[config.mk]
export PLATFORM = sky130hd
export DESIGN_NAME = execPort
export DESIGN_NICKNAME = d
export VERILOG_FILES = /design/src/opPkg.sv /design/src/wbPkg.sv /design/src/divider.sv /design/src/execPort.sv /design/src/intAlu.sv /design/src/regFile.sv
export VERILOG_INCLUDE_DIRS = /design/src
export SDC_FILE = /design/constraint.sdc
export NUM_CORES = 2
export LEC_CHECK = 0
export BUFFER_PORTS_ARGS = -buffer_cell sky130_fd_sc_hd__buf_2
export CAP_MARGIN = 10
export CORE_MARGIN = 4
export CORE_UTILIZATION = 40
export CTS_CLUSTER_DIAMETER = 100
export DETAILED_ROUTE_END_ITERATION = 12
export PLACE_DENSITY = 0.55
export SYNTH_ARGS = -nofsm -noshare
export SYNTH_HDL_FRONTEND = slang
export SYNTH_SLANG_ARGS = --single-unit
[constraint.sdc]
create_clock -name clk -period 17.1 [get_ports clk]
set_clock_uncertainty 0.15 [all_clocks]
set_input_delay 1.71 -clock clk [delete_from_list [all_inputs] [get_ports clk]]
set_output_delay 1.71 -clock clk [all_outputs]
set_load 0.02 [all_outputs]
[src/execPort_cfg.svh]
`ifndef EXECPORT_CFG_SVH
`define EXECPORT_CFG_SVH

// Operand and result width.
`define DATA_W 32

// Destination tag. The top bit marks an operation without a result,
// the remaining bits select a physical register.
`define TAG_W 7

`define NUM_REGS 64

// Sequence numbers wrap, so age is judged by signed difference.
`define SQN_W 7

// One restoring step per result bit.
`define DIV_STEPS 32

`endif

[src/opPkg.sv]
`include "execPort_cfg.svh"

package opPkg;

    typedef enum logic [3:0] {
        opAdd,
        opSub,
        opAnd,
        opOr,
        opXor,
        opSll,
        opSrl,
        opSra,
        opSlt,
        opSltu,
        opMovi,
        opDiv,
        opDivu,
        opRem,
        opRemu
    } Opcode;

    typedef enum logic {
        fuInt,
        fuDiv
    } FuType;

    typedef logic [`TAG_W-1:0] Tag;
    typedef logic [`SQN_W-1:0] SqN;

    // True when a was issued after b.
    function automatic logic isYounger(SqN a, SqN b);
        return $signed(SqN'(a - b)) > 0;
    endfunction

endpackage

[src/wbPkg.sv]
`include "execPort_cfg.svh"

package wbPkg;

    // divDone holds the result until the writeback slot is free.
    typedef enum logic [1:0] {
        divIdle,
        divRun,
        divDone
    } DivState;

    typedef logic [`DATA_W-1:0] Word;

endpackage
[src/divider.sv]
`include "execPort_cfg.svh"

module divider import opPkg::*, wbPkg::*; (
    input  logic  clk,
    input  logic  reset,
    input  logic  en,
    input  Opcode op,
    input  Word   srcA,
    input  Word   srcB,
    input  Tag    dst,
    input  SqN    sqN,
    input  logic  flushValid,
    input  SqN    flushSqN,
    input  logic  wbFree,
    output logic  busy,
    output logic  resValid,
    output Tag    resDst,
    output Word   resData,
    output SqN    resSqN
);

    DivState                          state;
    logic [$clog2(`DIV_STEPS)-1:0]    step;
    logic                             lastStep;
    logic                             kill;
    logic                             signedOp;
    logic                             isRem;
    logic                             negQuo;
    logic                             negRem;
    logic                             divZero;
    Word                              absA;
    Word                              absB;
    Word                              quo;
    Word                              rem;
    Word                              dvs;
    Word                              quoOut;
    Word                              remOut;
    logic [`DATA_W:0]                 shifted;
    logic [`DATA_W:0]                 diff;

    assign signedOp = (op == opDiv) || (op == opRem);
    assign absA = (signedOp && srcA[`DATA_W-1]) ? Word'(-srcA) : srcA;
    assign absB = (signedOp && srcB[`DATA_W-1]) ? Word'(-srcB) : srcB;

    // Each restoring step shifts in the next dividend bit and tries to subtract.
    assign shifted = {rem, quo[`DATA_W-1]};
    assign diff = shifted - {1'b0, dvs};

    assign lastStep = (step == ($clog2(`DIV_STEPS))'(`DIV_STEPS - 1));
    assign kill = flushValid && (state != divIdle) && isYounger(resSqN, flushSqN);

    always_ff @(posedge clk) begin
        if (reset) begin
            state <= divIdle;
            step  <= '0;
        end else if (en) begin
            state <= divRun;
            step  <= '0;
        end else if (kill) begin
            state <= divIdle;
        end else begin
            case (state)
                divRun: begin
                    step <= step + 1'b1;
                    if (lastStep) begin
                        state <= divDone;
                    end
                end
                divDone: begin
                    if (wbFree) begin
                        state <= divIdle; // Result taken this cycle.
                    end
                end
                default: ;
            endcase
        end
    end

    always_ff @(posedge clk) begin
        if (en) begin
            rem     <= '0;
            quo     <= absA;
            dvs     <= absB;
            isRem   <= (op == opRem) || (op == opRemu);
            divZero <= (srcB == '0);
            negQuo  <= signedOp && (srcA[`DATA_W-1] ^ srcB[`DATA_W-1]);
            negRem  <= signedOp && srcA[`DATA_W-1];
            resDst  <= dst;
            resSqN  <= sqN;
        end else if (state == divRun) begin
            rem <= diff[`DATA_W] ? shifted[`DATA_W-1:0] : diff[`DATA_W-1:0];
            quo <= {quo[`DATA_W-2:0], !diff[`DATA_W]};
        end
    end

    // Division by zero leaves the dividend magnitude in rem, so only the
    // quotient needs the override. The signed overflow case falls out as is.
    assign quoOut = divZero ? '1 : (negQuo ? Word'(-quo) : quo);
    assign remOut = negRem ? Word'(-rem) : rem;

    assign resData  = isRem ? remOut : quoOut;
    assign resValid = (state == divDone) && !kill;
    assign busy     = (state != divIdle);

endmodule

[src/execPort.sv]
`include "execPort_cfg.svh"

module execPort import opPkg::*, wbPkg::*; (
    input  logic                          clk,
    input  logic                          reset,
    input  logic                          issueValid,
    input  Opcode                         issueOp,
    input  logic [$clog2(`NUM_REGS)-1:0]  issueSrcA,
    input  logic [$clog2(`NUM_REGS)-1:0]  issueSrcB,
    input  Word                           issueImm,
    input  Tag                            issueDst,
    input  SqN                            issueSqN,
    input  logic                          flushValid,
    input  SqN                            flushSqN,
    output logic                          wbValid,
    output Tag                            wbDst,
    output Word                           wbResult,
    output SqN                            wbSqN,
    output logic                          divBlocked
);

    FuType issueFu;
    Word   srcA;
    Word   srcB;
    logic  aluValid;
    Tag    aluDst;
    Word   aluData;
    SqN    aluSqN;
    logic  divBusy;
    logic  divValid;
    Tag    divDst;
    Word   divData;
    SqN    divSqN;

    assign issueFu = (issueOp inside {opDiv, opDivu, opRem, opRemu}) ? fuDiv : fuInt;

    regFile rf (
        .clk    (clk),
        .we     (wbValid && !wbDst[`TAG_W-1]), // No-result tags skip the write.
        .waddr  (wbDst[$clog2(`NUM_REGS)-1:0]),
        .wdata  (wbResult),
        .raddrA (issueSrcA),
        .raddrB (issueSrcB),
        .rdataA (srcA),
        .rdataB (srcB)
    );

    intAlu ialu (
        .clk        (clk),
        .reset      (reset),
        .en         (issueValid && issueFu == fuInt),
        .op         (issueOp),
        .srcA       (srcA),
        .srcB       (srcB),
        .imm        (issueImm),
        .dst        (issueDst),
        .sqN        (issueSqN),
        .flushValid (flushValid),
        .flushSqN   (flushSqN),
        .resValid   (aluValid),
        .resDst     (aluDst),
        .resData    (aluData),
        .resSqN     (aluSqN)
    );

    divider div (
        .clk        (clk),
        .reset      (reset),
        .en         (issueValid && issueFu == fuDiv),
        .op         (issueOp),
        .srcA       (srcA),
        .srcB       (srcB),
        .dst        (issueDst),
        .sqN        (issueSqN),
        .flushValid (flushValid),
        .flushSqN   (flushSqN),
        .wbFree     (!aluValid), // ALU owns the slot whenever it has a result.
        .busy       (divBusy),
        .resValid   (divValid),
        .resDst     (divDst),
        .resData    (divData),
        .resSqN     (divSqN)
    );

    assign wbValid    = aluValid || divValid;
    assign wbDst      = aluValid ? aluDst : divDst;
    assign wbResult   = aluValid ? aluData : divData;
    assign wbSqN      = aluValid ? aluSqN : divSqN;
    assign divBlocked = divBusy;

endmodule

[src/intAlu.sv]
`include "execPort_cfg.svh"

module intAlu import opPkg::*, wbPkg::*; (
    input  logic  clk,
    input  logic  reset,
    input  logic  en,
    input  Opcode op,
    input  Word   srcA,
    input  Word   srcB,
    input  Word   imm,
    input  Tag    dst,
    input  SqN    sqN,
    input  logic  flushValid,
    input  SqN    flushSqN,
    output logic  resValid,
    output Tag    resDst,
    output Word   resData,
    output SqN    resSqN
);

    logic       held;
    logic [4:0] shamt;
    Word        result;

    assign shamt = srcB[4:0];

    always_comb begin
        case (op)
            opAdd:   result = srcA + srcB;
            opSub:   result = srcA - srcB;
            opAnd:   result = srcA & srcB;
            opOr:    result = srcA | srcB;
            opXor:   result = srcA ^ srcB;
            opSll:   result = srcA << shamt;
            opSrl:   result = srcA >> shamt;
            opSra:   result = $signed(srcA) >>> shamt;
            opSlt:   result = Word'($signed(srcA) < $signed(srcB));
            opSltu:  result = Word'(srcA < srcB);
            opMovi:  result = imm;
            default: result = '0; // Divider opcodes never reach here.
        endcase
    end

    always_ff @(posedge clk) begin
        if (reset) begin
            held <= 1'b0;
        end else begin
            held <= en; // The result lives for exactly one cycle.
        end
    end

    always_ff @(posedge clk) begin
        if (en) begin
            resDst  <= dst;
            resData <= result;
            resSqN  <= sqN;
        end
    end

    // A flush in the writeback cycle still cancels a younger result.
    assign resValid = held && !(flushValid && isYounger(resSqN, flushSqN));

endmodule

[src/regFile.sv]
`include "execPort_cfg.svh"

module regFile import wbPkg::*; (
    input  logic                          clk,
    input  logic                          we,
    input  logic [$clog2(`NUM_REGS)-1:0]  waddr,
    input  Word                           wdata,
    input  logic [$clog2(`NUM_REGS)-1:0]  raddrA,
    input  logic [$clog2(`NUM_REGS)-1:0]  raddrB,
    output Word                           rdataA,
    output Word                           rdataB
);

    Word regs [`NUM_REGS];

    always_ff @(posedge clk) begin
        if (we) begin
            regs[waddr] <= wdata;
        end
    end

    // Reads are combinational, so a value written at an edge is
    // visible to an issue in the very next cycle.
    assign rdataA = regs[raddrA];
    assign rdataB = regs[raddrB];

endmodule

==> summary.txt <==
CORE AREA: 0.283 mm²
commonest non-fill, non-tap cell in the layout: edfxtp_1
Final HPWL DP: 272,000 µm
Mapped Cells: 6,823
post-cts resize count: 0
post-placement cell count: 10,453
post-route minimum period: 9740 ps
first-pass GRT wire length: 602,000 µm
worst slack, placed: 6440 ps
Setup-failing EPs final: 0
initial antenna violation count: 24
Worst setup EP type: register
WS Path Type: in -> reg
Max Clock Freq: 103 MHz
Mean Syn Cell Area: 16.6 µm²
H-tree lvl count: 4
num ports: 121
die extent in y: 541 µm
GR Overflow Total: 0
EDFF count, synth: 2,176
worst hold path cell count: 2
DRT Pass-1 Iters: 8
Post-Syn Area: 0.114 mm²
Yosys warning count: 0
commonest non-fill, non-tap cells in the layout: 2,176 x edfxtp_1, 1,139 x mux4_2, 284 x nand2_1, 280 x nor2_1, 250 x a21oi_1
FF+latch area: 0.0661 mm²
Area Growth Syn to Fin: 12.2%
Seq cells post-synth: 2,216
post-synthesis cell type count: 93
Most used DFF post-synth: edfxtp_1
Fin Setup TNS: 0 ps
Tot GR Track Use: 0.295
Via density: 6.82
worst setup margin: 7360 ps
Slew @ Worst Pin: 1330 ps
vias in the first global route: 72,501
maxcap violations: 0
pwr/cell area: 120 mW/mm²
site row count: 195
Setup Buffers After CTS: 0
worst hold slack: 343 ps
hold path startpoint: div.step[3]$_SDFFE_PP0P_
r2r setup slk: 9800 ps
Vias: 74,316
design area: 0.127 mm²
Async S/R FF share, synth: 0
Post-Route WL: 441,000 µm
Max clock buf depth: 4
CTS tree: done
PortBufs: 120
final cycle utilization of the critical path: 0.569
die area: 0.293 mm²
leakage power: 41.1 nW
run status: finished, final reports clean
crit path DAT: 10,250 ps
Post-CTS Hold Fix Bufs: 0
largest net degree at the start of global routing: 103
Synth area leader: edfxtp_1
Hold Path End: div.step[3]$_SDFFE_PP0P_
Finished Layout Cells: 10,903
Worst setup SP type: input port
sequential share of the synthesized area: 0.582
Worst VDD drop: 0.0000898 V
unrepaired setup endpoints after global routing: false
ranking of synthesized cells by area: edfxtp_1 58%, mux4_2 23%, mux2i_1 2.0%, ha_1 1.7%, a21oi_1 1.2%
Post-Syn Nets: 7,054
Synth top area share: 0.575
root buf cell: clkbuf_16
worst endpoint required time: 17,620 ps
TritonCTS Buffers: 242
initial DRC count: 11,606
Die W: 541 µm
worst min-delay path class: reg -> reg
FILL cells: 24,385
count of final hold-check violations: 0
WL per Instance: 40.4 µm
CTS sink cnt: 2,216
Worst R2R Path Depth: 17
Post-DRT Antenna Nets: 0
Placed Area: 0.120 mm²
residual DRC count: 0
worst r2r src: ialu.resSqN[0]$_DFFE_PP_
final net count: 7,186
fraction of layout cells with a size suffix above 1: 0.290
crit-path max FO: 63
Placer Congestion: 0.951
area occupied by multi-input gates: 0.0456 mm²
Worst-path clk slew: 60 ps
Clk Latency, worst-skew pair: 940 ps
Initial Util: 0.402
Final Max Tran Viols: 0
Slew headroom: 0.112
reg2reg end: rf.regs[39][22]$_DFFE_PP_
==> cell type report <==
type | count | area share
antenna | 14 | 0.000275
sequential | 2216 | 0.519
clock buffer | 286 | 0.0490
timing repair buffer | 373 | 0.0208
multi-input combinational | 3955 | 0.357
inverter | 167 | 0.00492
clock inverter | 149 | 0.0120
tap | 3743 | 0.0367
==> worst max-delay path, cell delays in order <==
cell	delay (ps)
buf_8	540
buf_4	700
buf_4	820
buf_4	860
mux4_2	600
mux4_2	480
mux2i_1	240
mux2i_4	170
clkinv_1	140
buf_4	320
ha_1	330
or3_1	130
o22ai_1	100
o211a_1	300
o21ai_0	360
o22ai_1	260
o221a_2	340
o31ai_1	430
a221o_1	340
xnor2_1	150
nor2_1	70
or4b_1	530
==> metal layers <==
metal | GRT usage | up-vias | part of all wire
met1 | 0.406 | 39750 | 0.39
met2 | 0.458 | 4978 | 0.46
met5 | 0 | - | 0.00025
met3 | 0.0715 | 842 | 0.11
li1 | - | 28728 | -
met4 | 0.107 | 18 | 0.042
==> Yosys cell counts, types with 69 or more instances <==
cell type,n
a22oi_1,133
mux2i_1,226
xnor2_1,111
nand2_1,286
clkbuf_1,220
nand3_1,81
a21oi_1,279
buf_1,69
mux4_2,1139
o22ai_1,79
edfxtp_1,2176
nor3_1,86
nor2_1,351
xor2_1,69
o21ai_0,220
ha_1,153
inv_1,159
buf_2,143
==> how the worst max path moves through the flow <==
stage | start | end | slack, ps | depth (start not counted)
after floorplan | flushSqN[0] | wbResult[26] | 9010 | 15
after CTS | issueSrcB[0] | ialu.resData[28]$_DFFE_PP_ | 7390 | 22
after detailed placement | issueSrcB[0] | ialu.resData[28]$_DFFE_PP_ | 6440 | 22
after global placement | issueSrcB[0] | ialu.resData[28]$_DFFE_PP_ | 6260 | 22
final | issueSrcB[0] | ialu.resData[28]$_DFFE_PP_ | 7360 | 22
after global routing | issueSrcB[0] | ialu.resData[28]$_DFFE_PP_ | 6830 | 22
==> cells by family after synthesis <==
family	after synthesis	synth area share
buffers and inverters	652	0.0252
adder cells (fa/ha/maj)	158	0.0177
flip-flops	2216	0.582
multiplexers	1399	0.249
AO/OA/AOI/OAI	1157	0.0672
XOR/XNOR	180	0.0139
AND/OR/NAND/NOR	1061	0.0444
==> state kept, by name (all words and copies together) (netlist names), 2 cells and up <==
signal        count
div.rem          32
div.step          5
rf.regs        2048
div.state         2
ialu.resDst       7
div.dvs          32
div.resDst        7
div.resSqN        7
div.quo          32
ialu.resData     32
ialu.resSqN       7
==> power by group <==
| group | switching (mW) | total, mW | internal, mW |
|---|---|---|---|
| clock network | 2.26 | 5.25 | 2.99 |
| logic | 2.26 | 3.23 | 0.975 |
| registers | 0.0882 | 6.78 | 6.70 |
==> per-stage QoR <==
step	utilization	power [mW]
floorplan	-	8.82
global placement	0.424	10.0
detailed placement	0.424	10.1
CTS	0.451	15.3
global route	0.451	15.8
finish	0.451	15.3
Power figures use the tool's default switching activity.
